--- src/riscvPkg.sv ---
package riscvPkg;

    // major opcodes in instr bits 6:0
    localparam logic [6:0] opR      = 7'b0110011;   // register-register alu
    localparam logic [6:0] opI      = 7'b0010011;   // register-immediate alu
    localparam logic [6:0] opLoad   = 7'b0000011;   // lb lh lw lbu lhu
    localparam logic [6:0] opStore  = 7'b0100011;   // sb sh sw
    localparam logic [6:0] opBranch = 7'b1100011;   // beq bne blt bge bltu bgeu
    localparam logic [6:0] opJal    = 7'b1101111;
    localparam logic [6:0] opJalr   = 7'b1100111;
    localparam logic [6:0] opLui    = 7'b0110111;
    localparam logic [6:0] opAuipc  = 7'b0010111;

    // main decoder to alu decoder
    localparam logic [2:0] aluOpR      = 3'b000;
    localparam logic [2:0] aluOpI      = 3'b001;
    localparam logic [2:0] aluOpLoad   = 3'b010;
    localparam logic [2:0] aluOpStore  = 3'b011;
    localparam logic [2:0] aluOpBranch = 3'b100;
    localparam logic [2:0] aluOpJump   = 3'b101;   // shared by jal and jalr
    localparam logic [2:0] aluOpLui    = 3'b110;
    localparam logic [2:0] aluOpAuipc  = 3'b111;

    // immediate formats
    localparam logic [2:0] immI = 3'b000;
    localparam logic [2:0] immS = 3'b001;
    localparam logic [2:0] immB = 3'b010;
    localparam logic [2:0] immU = 3'b011;
    localparam logic [2:0] immJ = 3'b100;

    // writeback source select
    localparam logic [1:0] resAlu   = 2'b00;
    localparam logic [1:0] resMem   = 2'b01;
    localparam logic [1:0] resPc4   = 2'b10;   // link address
    localparam logic [1:0] resAuipc = 2'b11;   // pc + imm

    // concrete alu operations
    localparam logic [3:0] aluAdd   = 4'd0;
    localparam logic [3:0] aluSub   = 4'd1;
    localparam logic [3:0] aluAnd   = 4'd2;
    localparam logic [3:0] aluOr    = 4'd3;
    localparam logic [3:0] aluXor   = 4'd4;
    localparam logic [3:0] aluSll   = 4'd5;
    localparam logic [3:0] aluSrl   = 4'd6;
    localparam logic [3:0] aluSra   = 4'd7;
    localparam logic [3:0] aluSlt   = 4'd8;
    localparam logic [3:0] aluSltu  = 4'd9;
    localparam logic [3:0] aluPassB = 4'd10;   // lui result is the immediate

endpackage

--- src/control.sv ---
module control
    import riscvPkg::*;
(
    input  logic [6:0] opcode,       // instr 6:0
    output logic       regWriteD,
    output logic [1:0] resultSrcD,   // alu, mem, pc+4 or auipc
    output logic       memWriteD,
    output logic       aluSrcD,      // 1 selects immediate as operand b
    output logic [2:0] immSrcD,
    output logic [2:0] aluOpD,
    output logic       jalrD,
    output logic       jumpD,        // jal or jalr, resolved in execute
    output logic       branchD
);

    always_comb begin
        // everything low unless the opcode says otherwise
        regWriteD  = 1'b0;
        resultSrcD = resAlu;
        memWriteD  = 1'b0;
        aluSrcD    = 1'b0;
        immSrcD    = immI;
        aluOpD     = aluOpR;
        jalrD      = 1'b0;
        jumpD      = 1'b0;
        branchD    = 1'b0;

        case (opcode)
            opR: begin
                regWriteD = 1'b1;       // rs1 op rs2
                aluOpD    = aluOpR;
            end
            opI: begin
                regWriteD = 1'b1;
                aluSrcD   = 1'b1;       // rs1 op imm
                immSrcD   = immI;
                aluOpD    = aluOpI;
            end
            opLoad: begin
                regWriteD  = 1'b1;
                resultSrcD = resMem;    // data from memory stage
                aluSrcD    = 1'b1;      // address = rs1 + imm
                immSrcD    = immI;
                aluOpD     = aluOpLoad;
            end
            opStore: begin
                memWriteD = 1'b1;       // only writer of memory
                aluSrcD   = 1'b1;
                immSrcD   = immS;
                aluOpD    = aluOpStore;
            end
            opBranch: begin
                immSrcD = immB;         // compares two regs so aluSrc stays 0
                aluOpD  = aluOpBranch;
                branchD = 1'b1;
            end
            opJal: begin
                regWriteD  = 1'b1;
                resultSrcD = resPc4;    // link
                aluSrcD    = 1'b1;
                immSrcD    = immJ;
                aluOpD     = aluOpJump;
                jumpD      = 1'b1;
            end
            opJalr: begin
                regWriteD  = 1'b1;
                resultSrcD = resPc4;
                aluSrcD    = 1'b1;      // target = rs1 + imm
                immSrcD    = immI;
                aluOpD     = aluOpJump;
                jalrD      = 1'b1;
                jumpD      = 1'b1;
            end
            opLui: begin
                regWriteD  = 1'b1;
                resultSrcD = resAlu;    // alu passes imm through
                aluSrcD    = 1'b1;
                immSrcD    = immU;
                aluOpD     = aluOpLui;
            end
            opAuipc: begin
                regWriteD  = 1'b1;
                resultSrcD = resAuipc;  // execute adds pc to imm
                aluSrcD    = 1'b1;
                immSrcD    = immU;
                aluOpD     = aluOpAuipc;
            end
            default: begin
                regWriteD = 1'b0;       // unknown opcode does nothing
            end
        endcase
    end

endmodule

--- src/aluDecoder.sv ---
module aluDecoder
    import riscvPkg::*;
(
    input  logic [2:0] aluOp,
    input  logic [2:0] funct3,
    input  logic       funct7b5,     // instr 30
    input  logic       opb5,         // instr 5 is set for r-type
    output logic [3:0] aluControl
);

    logic subSel;   // sub only for r-type since addi has no sub form

    assign subSel = funct7b5 & opb5;

    always_comb begin
        aluControl = aluAdd;
        case (aluOp)
            aluOpLoad,
            aluOpStore,
            aluOpJump,
            aluOpAuipc: aluControl = aluAdd;    // address or pc-relative sum
            aluOpLui:   aluControl = aluPassB;  // imm straight through
            aluOpBranch: begin
                case (funct3)
                    3'b000,
                    3'b001:  aluControl = aluSub;   // beq bne on zero flag
                    3'b100,
                    3'b101:  aluControl = aluSlt;   // blt bge
                    3'b110,
                    3'b111:  aluControl = aluSltu;  // bltu bgeu
                    default: aluControl = aluSub;   // reserved encodings
                endcase
            end
            aluOpR,
            aluOpI: begin
                case (funct3)
                    3'b000:  aluControl = subSel ? aluSub : aluAdd;
                    3'b001:  aluControl = aluSll;
                    3'b010:  aluControl = aluSlt;
                    3'b011:  aluControl = aluSltu;
                    3'b100:  aluControl = aluXor;
                    3'b101:  aluControl = funct7b5 ? aluSra : aluSrl;  // srai too
                    3'b110:  aluControl = aluOr;
                    3'b111:  aluControl = aluAnd;
                    default: aluControl = aluAdd;
                endcase
            end
            default: aluControl = aluAdd;
        endcase
    end

endmodule

--- src/immExtend.sv ---
module immExtend
    import riscvPkg::*;
#(
    parameter int dataWidth = 32
) (
    input  logic [31:7]          instr,    // opcode bits not needed
    input  logic [2:0]           immSrc,
    output logic [dataWidth-1:0] immExt
);

    logic signBit;

    assign signBit = instr[31];   // every format takes its sign here

    always_comb begin
        case (immSrc)
            // 12 bit for loads, alu imm and jalr
            immI: immExt = {{(dataWidth-12){signBit}}, instr[31:20]};
            // 12 bit split around rd field
            immS: immExt = {{(dataWidth-12){signBit}}, instr[31:25], instr[11:7]};
            // 13 bit with lsb always zero
            immB: immExt = {{(dataWidth-12){signBit}}, instr[7], instr[30:25],
                            instr[11:8], 1'b0};
            // upper 20 bits with low 12 zero
            immU: immExt = {{(dataWidth-31){signBit}}, instr[30:12], 12'b0};
            // 21 bit jump offset
            immJ: immExt = {{(dataWidth-20){signBit}}, instr[19:12], instr[20],
                            instr[30:21], 1'b0};
            default: immExt = '0;
        endcase
    end

endmodule

--- src/regFile.sv ---
module regFile #(
    parameter int dataWidth    = 32,
    parameter int regAddrWidth = 5
) (
    input  logic                    clk,
    input  logic                    rstN,
    input  logic                    we,     // writeback enable
    input  logic [regAddrWidth-1:0] wa,
    input  logic [dataWidth-1:0]    wd,
    input  logic [regAddrWidth-1:0] ra1,
    input  logic [regAddrWidth-1:0] ra2,
    output logic [dataWidth-1:0]    rd1,
    output logic [dataWidth-1:0]    rd2
);

    localparam int numRegs = 2 ** regAddrWidth;

    logic [dataWidth-1:0] regs [numRegs];

    // x0 reads zero and a same-cycle write is forwarded
    function automatic logic [dataWidth-1:0] readPort(input logic [regAddrWidth-1:0] addr);
        if (addr == '0) begin
            return '0;
        end else if (we && (wa == addr)) begin
            return wd;
        end
        return regs[addr];
    endfunction

    always_ff @(posedge clk or negedge rstN) begin
        if (!rstN) begin
            for (int i = 0; i < numRegs; i++) begin
                regs[i] <= '0;
            end
        end else if (we && (wa != '0)) begin
            regs[wa] <= wd;   // x0 never written
        end
    end

    always_comb begin
        rd1 = readPort(ra1);
        rd2 = readPort(ra2);
    end

endmodule

--- src/decodeExecuteReg.sv ---
module decodeExecuteReg
    import riscvPkg::*;
#(
    parameter int dataWidth    = 32,
    parameter int regAddrWidth = 5
) (
    input  logic                    clk,
    input  logic                    rstN,
    input  logic                    flush,        // load a bubble next edge
    input  logic                    regWriteD,
    input  logic [1:0]              resultSrcD,
    input  logic                    memWriteD,
    input  logic                    aluSrcD,
    input  logic [3:0]              aluControlD,
    input  logic                    jalrD,
    input  logic                    jumpD,
    input  logic                    branchD,
    input  logic [2:0]              funct3D,      // branch compare type in execute
    input  logic [dataWidth-1:0]    rd1D,
    input  logic [dataWidth-1:0]    rd2D,
    input  logic [dataWidth-1:0]    immExtD,
    input  logic [dataWidth-1:0]    pcD,
    input  logic [dataWidth-1:0]    pcPlus4D,
    input  logic [regAddrWidth-1:0] rs1D,         // for forwarding
    input  logic [regAddrWidth-1:0] rs2D,
    input  logic [regAddrWidth-1:0] rdD,
    output logic                    regWriteE,
    output logic [1:0]              resultSrcE,
    output logic                    memWriteE,
    output logic                    aluSrcE,
    output logic [3:0]              aluControlE,
    output logic                    jalrE,
    output logic                    jumpE,
    output logic                    branchE,
    output logic [2:0]              funct3E,
    output logic [dataWidth-1:0]    rd1E,
    output logic [dataWidth-1:0]    rd2E,
    output logic [dataWidth-1:0]    immExtE,
    output logic [dataWidth-1:0]    pcE,
    output logic [dataWidth-1:0]    pcPlus4E,
    output logic [regAddrWidth-1:0] rs1E,
    output logic [regAddrWidth-1:0] rs2E,
    output logic [regAddrWidth-1:0] rdE
);

    always_ff @(posedge clk or negedge rstN) begin
        if (!rstN) begin
            regWriteE   <= 1'b0;
            resultSrcE  <= resAlu;
            memWriteE   <= 1'b0;
            aluSrcE     <= 1'b0;
            aluControlE <= aluAdd;
            jalrE       <= 1'b0;
            jumpE       <= 1'b0;
            branchE     <= 1'b0;
            funct3E     <= '0;
            rd1E        <= '0;
            rd2E        <= '0;
            immExtE     <= '0;
            pcE         <= '0;
            pcPlus4E    <= '0;
            rs1E        <= '0;
            rs2E        <= '0;
            rdE         <= '0;
        end else begin
            // flush gives the same all-zero bubble as reset
            regWriteE   <= flush ? 1'b0 : regWriteD;
            resultSrcE  <= flush ? resAlu : resultSrcD;
            memWriteE   <= flush ? 1'b0 : memWriteD;   // no stray store
            aluSrcE     <= flush ? 1'b0 : aluSrcD;
            aluControlE <= flush ? aluAdd : aluControlD;
            jalrE       <= flush ? 1'b0 : jalrD;
            jumpE       <= flush ? 1'b0 : jumpD;       // no stray redirect
            branchE     <= flush ? 1'b0 : branchD;
            funct3E     <= flush ? '0 : funct3D;
            rd1E        <= flush ? '0 : rd1D;
            rd2E        <= flush ? '0 : rd2D;
            immExtE     <= flush ? '0 : immExtD;
            pcE         <= flush ? '0 : pcD;
            pcPlus4E    <= flush ? '0 : pcPlus4D;
            rs1E        <= flush ? '0 : rs1D;
            rs2E        <= flush ? '0 : rs2D;
            rdE         <= flush ? '0 : rdD;
        end
    end

endmodule

--- src/decodeStage.sv ---
module decodeStage #(
    parameter int dataWidth    = 32,
    parameter int regAddrWidth = 5
) (
    input  logic                    clk,
    input  logic                    rstN,
    input  logic [31:0]             instrD,     // from fetch register
    input  logic [dataWidth-1:0]    pcD,
    input  logic [dataWidth-1:0]    pcPlus4D,
    input  logic                    flushE,     // from hazard unit
    input  logic                    regWriteW,  // writeback port
    input  logic [regAddrWidth-1:0] rdW,
    input  logic [dataWidth-1:0]    resultW,
    output logic                    regWriteE,
    output logic [1:0]              resultSrcE,
    output logic                    memWriteE,
    output logic                    aluSrcE,
    output logic [3:0]              aluControlE,
    output logic                    jalrE,
    output logic                    jumpE,
    output logic                    branchE,
    output logic [2:0]              funct3E,
    output logic [dataWidth-1:0]    rd1E,
    output logic [dataWidth-1:0]    rd2E,
    output logic [dataWidth-1:0]    immExtE,
    output logic [dataWidth-1:0]    pcE,
    output logic [dataWidth-1:0]    pcPlus4E,
    output logic [regAddrWidth-1:0] rs1E,
    output logic [regAddrWidth-1:0] rs2E,
    output logic [regAddrWidth-1:0] rdE
);

    logic [6:0]              opcodeD;
    logic [2:0]              funct3D;
    logic                    funct7b5D;
    logic [regAddrWidth-1:0] rs1D;
    logic [regAddrWidth-1:0] rs2D;
    logic [regAddrWidth-1:0] rdD;

    logic                    regWriteD;
    logic [1:0]              resultSrcD;
    logic                    memWriteD;
    logic                    aluSrcD;
    logic [2:0]              immSrcD;
    logic [2:0]              aluOpD;
    logic                    jalrD;
    logic                    jumpD;
    logic                    branchD;
    logic [3:0]              aluControlD;
    logic [dataWidth-1:0]    immExtD;
    logic [dataWidth-1:0]    rd1D;
    logic [dataWidth-1:0]    rd2D;

    // instruction fields
    assign opcodeD   = instrD[6:0];
    assign funct3D   = instrD[14:12];
    assign funct7b5D = instrD[30];
    assign rs1D      = instrD[19:15];
    assign rs2D      = instrD[24:20];
    assign rdD       = instrD[11:7];

    control uControl (
        .opcode     (opcodeD),
        .regWriteD  (regWriteD),
        .resultSrcD (resultSrcD),
        .memWriteD  (memWriteD),
        .aluSrcD    (aluSrcD),
        .immSrcD    (immSrcD),
        .aluOpD     (aluOpD),
        .jalrD      (jalrD),
        .jumpD      (jumpD),
        .branchD    (branchD)
    );

    aluDecoder uAluDecoder (
        .aluOp      (aluOpD),
        .funct3     (funct3D),
        .funct7b5   (funct7b5D),
        .opb5       (opcodeD[5]),   // r-type vs i-type
        .aluControl (aluControlD)
    );

    immExtend #(
        .dataWidth (dataWidth)
    ) uImmExtend (
        .instr  (instrD[31:7]),
        .immSrc (immSrcD),
        .immExt (immExtD)
    );

    regFile #(
        .dataWidth    (dataWidth),
        .regAddrWidth (regAddrWidth)
    ) uRegFile (
        .clk  (clk),
        .rstN (rstN),
        .we   (regWriteW),
        .wa   (rdW),
        .wd   (resultW),
        .ra1  (rs1D),
        .ra2  (rs2D),
        .rd1  (rd1D),
        .rd2  (rd2D)
    );

    decodeExecuteReg #(
        .dataWidth    (dataWidth),
        .regAddrWidth (regAddrWidth)
    ) uDecodeExecuteReg (
        .clk         (clk),
        .rstN        (rstN),
        .flush       (flushE),
        .regWriteD   (regWriteD),
        .resultSrcD  (resultSrcD),
        .memWriteD   (memWriteD),
        .aluSrcD     (aluSrcD),
        .aluControlD (aluControlD),
        .jalrD       (jalrD),
        .jumpD       (jumpD),
        .branchD     (branchD),
        .funct3D     (funct3D),
        .rd1D        (rd1D),
        .rd2D        (rd2D),
        .immExtD     (immExtD),
        .pcD         (pcD),
        .pcPlus4D    (pcPlus4D),
        .rs1D        (rs1D),
        .rs2D        (rs2D),
        .rdD         (rdD),
        .regWriteE   (regWriteE),
        .resultSrcE  (resultSrcE),
        .memWriteE   (memWriteE),
        .aluSrcE     (aluSrcE),
        .aluControlE (aluControlE),
        .jalrE       (jalrE),
        .jumpE       (jumpE),
        .branchE     (branchE),
        .funct3E     (funct3E),
        .rd1E        (rd1E),
        .rd2E        (rd2E),
        .immExtE     (immExtE),
        .pcE         (pcE),
        .pcPlus4E    (pcPlus4E),
        .rs1E        (rs1E),
        .rs2E        (rs2E),
        .rdE         (rdE)
    );

endmodule

--- config.mk ---
export PLATFORM = sky130hd
export DESIGN_NAME = decodeStage
export DESIGN_NICKNAME = d
export VERILOG_FILES = /design/src/riscvPkg.sv /design/src/control.sv /design/src/aluDecoder.sv /design/src/immExtend.sv /design/src/regFile.sv /design/src/decodeExecuteReg.sv /design/src/decodeStage.sv
export SDC_FILE = /design/constraint.sdc
export NUM_CORES = 2
export LEC_CHECK = 0
export BUFFER_PORTS_ARGS = -buffer_cell sky130_fd_sc_hd__clkbuf_2
export CORE_MARGIN = 5
export CORE_UTILIZATION = 60
export CTS_CLUSTER_DIAMETER = 60
export DETAILED_ROUTE_END_ITERATION = 12
export GPL_TIMING_DRIVEN = 0
export PLACE_DENSITY_LB_ADDON = 0.25
export SLEW_MARGIN = 10
export SYNTH_ARGS = -nofsm -noshare
export SYNTH_HDL_FRONTEND = slang
export SYNTH_SLANG_ARGS = --single-unit
--- constraint.sdc ---
create_clock -name clk -period 1.6 [get_ports clk]
set_input_delay 0.08 -clock clk [delete_from_list [all_inputs] [get_ports clk]]
set_output_delay 0.08 -clock clk [all_outputs]
set_load 0.005 [all_outputs]
==> results.py <==
metrics = {
    "detailed_routing": {
        "drt-initial-drc-count": 7409,
        "drcViolationCount": 0,
        "ant_nets": 0,
        "wl_per_cell_microns": 38.8,
        "vias": 50900,
        "post_drt_via_cell_ratio": 7.20,
        "postRouteWirelength_microns": 274000,
        "drt-pass1-iter-count": 6,
    },
    "placement": {
        "placedInstanceArea_sq_mm": 0.0665,
        "gp_congestion": 1.10,
        "dpl.cell_count": 6641,
        "place_hpwl_microns": 184000,
        "io_buffer_count": 320,
    },
    "clock_tree": {
        "clkSinkCount": 1214,
        "clkTransAtPathRegs_ns": 0.06,
        "cts_root_buffer": "sky130_fd_sc_hd__clkbuf_16",
        "tritoncts": "done",
        "maximum_buffer_depth_of_the_clock_tree": 3,
        "numCtsBuffers": 136,
        "worst_skew_pair.late_latency_ns": 0.80,
        "htreeDepth": 4,
    },
    "final_layout": {
        "nets": 5705,
        "layout_commonest_cell": "sky130_fd_sc_hd__dfrtp_1",
        "layout-drive-gt1-share_pct": 37.5,
        "area_delta_synth_final_pct": 20.3,
        "design_area_sq_mm": 0.0751,
        "finish.cell_count_without_fillers": 7064,
        "fill_cell_instance_count_of_the_final_layout": 6985,
        "layout_common_cells": "1214 x sky130_fd_sc_hd__dfrtp_1, 886 x sky130_fd_sc_hd__mux2_2, 869 x sky130_fd_sc_hd__mux2i_1",
    },
    "floorplan": {
        "die_width_microns": 333,
        "starting_density_of_the_core_pct": 60.4,
        "dieArea_sq_mm": 0.111,
        "die_height_microns": 333,
        "floorplan.core_area_sq_mm": 0.103,
        "rows": 118,
        "io-pin-count": 327,
    },
    "synthesis": {
        "syn_area_sq_mm": 0.0624,
        "syn-mean-instance-area_sq_um": 12.7,
        "synth-edff-count": 0,
        "share_of_synthesized_registers_carrying_an_async_set_or_reset_pct": 100,
        "synth-seq-cells": 1214,
        "syn_warnings": 0,
        "post_synth_num_cell_types": 55,
        "synthesis.nets": 5057,
        "synth.yosys.seq_area_share_pct": 48.7,
        "synth_ff_type": "sky130_fd_sc_hd__dfrtp_1",
        "syn-instance-count": 4920,
    },
    "critical_path": {
        "library_cell_contributing_the_largest_single_delay_on_the_critical_path": "sky130_fd_sc_hd__o41ai_4",
        "crit_path_end_kind": "flop",
        "worstSetupStartpoint": "uRegFile.regs[326]",
        "critical_path.reg2reg.endpoint": "uDecodeExecuteReg.rd1E[6]",
        "crit_path_start_kind": "flop",
        "critPathMaxFanout": 3,
        "timing.critical_path.required_ns": 2.25,
        "maximum_cell_stage_delay_along_the_critical_path_ns": 0.98,
        "critical_path.cell_chain": "mux2i_1, nor2_1, o41ai_4, a21oi_1, o221a_1",
        "critical_path.reg2reg.startpoint": "uRegFile.regs[326]",
        "timing.reg2reg.setup_slack_ns": -0.58,
        "path_class": "flop to flop",
        "r2r_cells": 5,
        "worst-endpoint-arrival_ns": 2.82,
    },
    "global_routing": {
        "grt_usage_pct": 47.9,
        "pin_count_of_the_biggest_net_entering_global_routing": 105,
        "first_pass_grt_wire_length_microns": 376000,
        "grt_pass1_vias": 50700,
        "grt_antenna_before_repair": 18,
        "global_route.overflow_total": 0,
    },
    "sta": {
        "finalSetupViolCount": 152,
        "timing.clock.skew_ns": 0.0326,
        "grt_setup_unrepaired": "true",
        "maxSlewHeadroom_pct": 16.0,
        "report.final.slew_viol_count": 0,
        "min_period_over_period_pct": 136,
        "fin_crit_ns": 2.18,
        "timing_worst_slew_pin_value_ns": 1.26,
        "hold_viol": 1,
        "whs_ns": -0.00233,
        "setup_slack_ns": -0.577,
        "fmax_ghz": 0.459,
    },
    "power": {
        "power.ir.vdd_worst_mv": 0.986,
        "power_per_cell_area_mw_per_mm2": 1240,
        "leakagePower_uw": 0.0353,
    },
    "status": {
        "violations": "hold timing, setup timing",
        "outcome": "finished with violations",
    },
    "flow_run": {
        "max_cap_violations": 0,
    },
    "min_path": {
        "hold_removal_path_class": "input port to asynchronous set/reset pin",
    },
}
==> cell type report <==
cell class	instances	area [sq um]	area share (%)
diodes	8	20.0	0.0267
plain buffers	516	3240	4.31
clock buffers	197	4100	5.46
clock inverters	49	647	0.862
inverters	4	15.0	0.0200
multi-input cells	3184	31000	41.3
flip-flops and latches	1214	30400	40.5
well taps	1380	1730	2.30
repair buffers	512	3970	5.29
==> routing by layer <==
layer / up-vias / track usage [%] / share of wire, %
met1: 25700 / 58.3 / 34
li1: 19500 / - / -
met3: 1290 / 19.6 / 14
met4: 20 / 37.9 / 10
met5: - / 1.19 / 0.053
met2: 4391 / 67.4 / 41
==> cell families (layout without fill, tap and decap cells) <==
family                    after synthesis  after routing  share of synthesized area, %
DFF                                  1214           1214                          48.7
buffers and inverters                 522           1278                          4.18
other                                   0              8                             0
and+or+nand+nor                       577            577                          4.59
AOI/OAI and AO/OA                     629            629                          6.89
muxes                                1967           1967                          35.5
xor gates and xnor gates               11             11                         0.154
==> worst max-delay path, delay by kind of cell (launching register included) <==
family | cells | cell delay (ns)
AOI/OAI and AO/OA | 3 | 1.40
DFF | 1 | 0.40
muxes | 1 | 0.16
and+or+nand+nor | 1 | 0.09
==> per-stage QoR <==
stage / utilization [%] / TNS [ns] / power [uW] / hold WS [ns] / worst slack [ns]
after floorplan: - / -2.36 / 50400 / -0.216 / -0.0466
final: 72.6 / -13.57 / 92700 / -0.00233 / -0.577
after detailed placement: 64.3 / -916.43 / 57100 / 0.0238 / -1.93
after global routing: 72.6 / -8.32 / 95100 / 0.0552 / -0.552
after CTS: 72.0 / -31.40 / 91000 / -0.460 / -0.209
after global placement: 63.7 / - / 56000 / 0.298 / -28.84
==> cells in the mapped netlist (41+ instances only) <==
| cell | instances | area (sq um) |
|---|---|---|
| sky130_fd_sc_hd__a22oi_1 | 204 | 1530 |
| sky130_fd_sc_hd__a21oi_1 | 173 | 866 |
| sky130_fd_sc_hd__mux2_2 | 886 | 9980 |
| sky130_fd_sc_hd__o41ai_1 | 48 | 420 |
| sky130_fd_sc_hd__mux2i_1 | 877 | 8780 |
| sky130_fd_sc_hd__buf_2 | 190 | 951 |
| sky130_fd_sc_hd__o22ai_1 | 98 | 613 |
| sky130_fd_sc_hd__nand3_1 | 142 | 711 |
| sky130_fd_sc_hd__dfrtp_1 | 1214 | 30400 |
| sky130_fd_sc_hd__o21ai_0 | 41 | 205 |
| sky130_fd_sc_hd__nor2b_1 | 96 | 601 |
| sky130_fd_sc_hd__mux2_1 | 106 | 1190 |
| sky130_fd_sc_hd__mux4_2 | 98 | 2210 |
| sky130_fd_sc_hd__nor2_1 | 155 | 582 |
| sky130_fd_sc_hd__nand2_1 | 76 | 285 |
| sky130_fd_sc_hd__clkbuf_1 | 221 | 830 |
| sky130_fd_sc_hd__nor3_1 | 43 | 215 |
==> report_power, final <==
group	switching (uW)	internal, uW
sequential	4100	35900
combinational	10000	9140
clock	13600	20000
total	27700	65000
==> registers in the layout (all words and copies together), names as in the netlist <==
name                           flops
uDecodeExecuteReg.pcPlus4E        32
uDecodeExecuteReg.rd1E            32
uDecodeExecuteReg.regWriteE        1
uDecodeExecuteReg.rd2E            32
uDecodeExecuteReg.rs2E             5
uDecodeExecuteReg.aluControlE      4
uRegFile.regs                   1024
uDecodeExecuteReg.funct3E          3
uDecodeExecuteReg.immExtE         32
uDecodeExecuteReg.rdE              5
uDecodeExecuteReg.rs1E             5
uDecodeExecuteReg.memWriteE        1
uDecodeExecuteReg.branchE          1
uDecodeExecuteReg.jumpE            1
uDecodeExecuteReg.jalrE            1
uDecodeExecuteReg.aluSrcE          1
uDecodeExecuteReg.resultSrcE       2
uDecodeExecuteReg.pcE             32
==> how the worst max path moves through the flow <==
stage	endpoint	slack, ns	cells past startpoint
after floorplan	uRegFile.regs[385]	-0.05	7
after global placement	uRegFile.regs[261]	-28.84	1
final	uDecodeExecuteReg.rd1E[6]	-0.58	5
after global routing	uDecodeExecuteReg.rd1E[6]	-0.55	5
after detailed placement	uDecodeExecuteReg.rd2E[19]	-1.93	9
after CTS	uDecodeExecuteReg.rd2E[19]	-0.21	5
==> what timing repair did <==
action | in CTS | in global routing
resized for setup | 373 | 122
hold endpoints to repair | 314 | 105
hold buffers | 139 | 8
buffers inserted | 10 | 7
cloned | 1 | 6
pin swaps | 138 | 56
setup endpoints to repair | 264 | 366
Note: power is estimated with default switching activity, not from simulation.
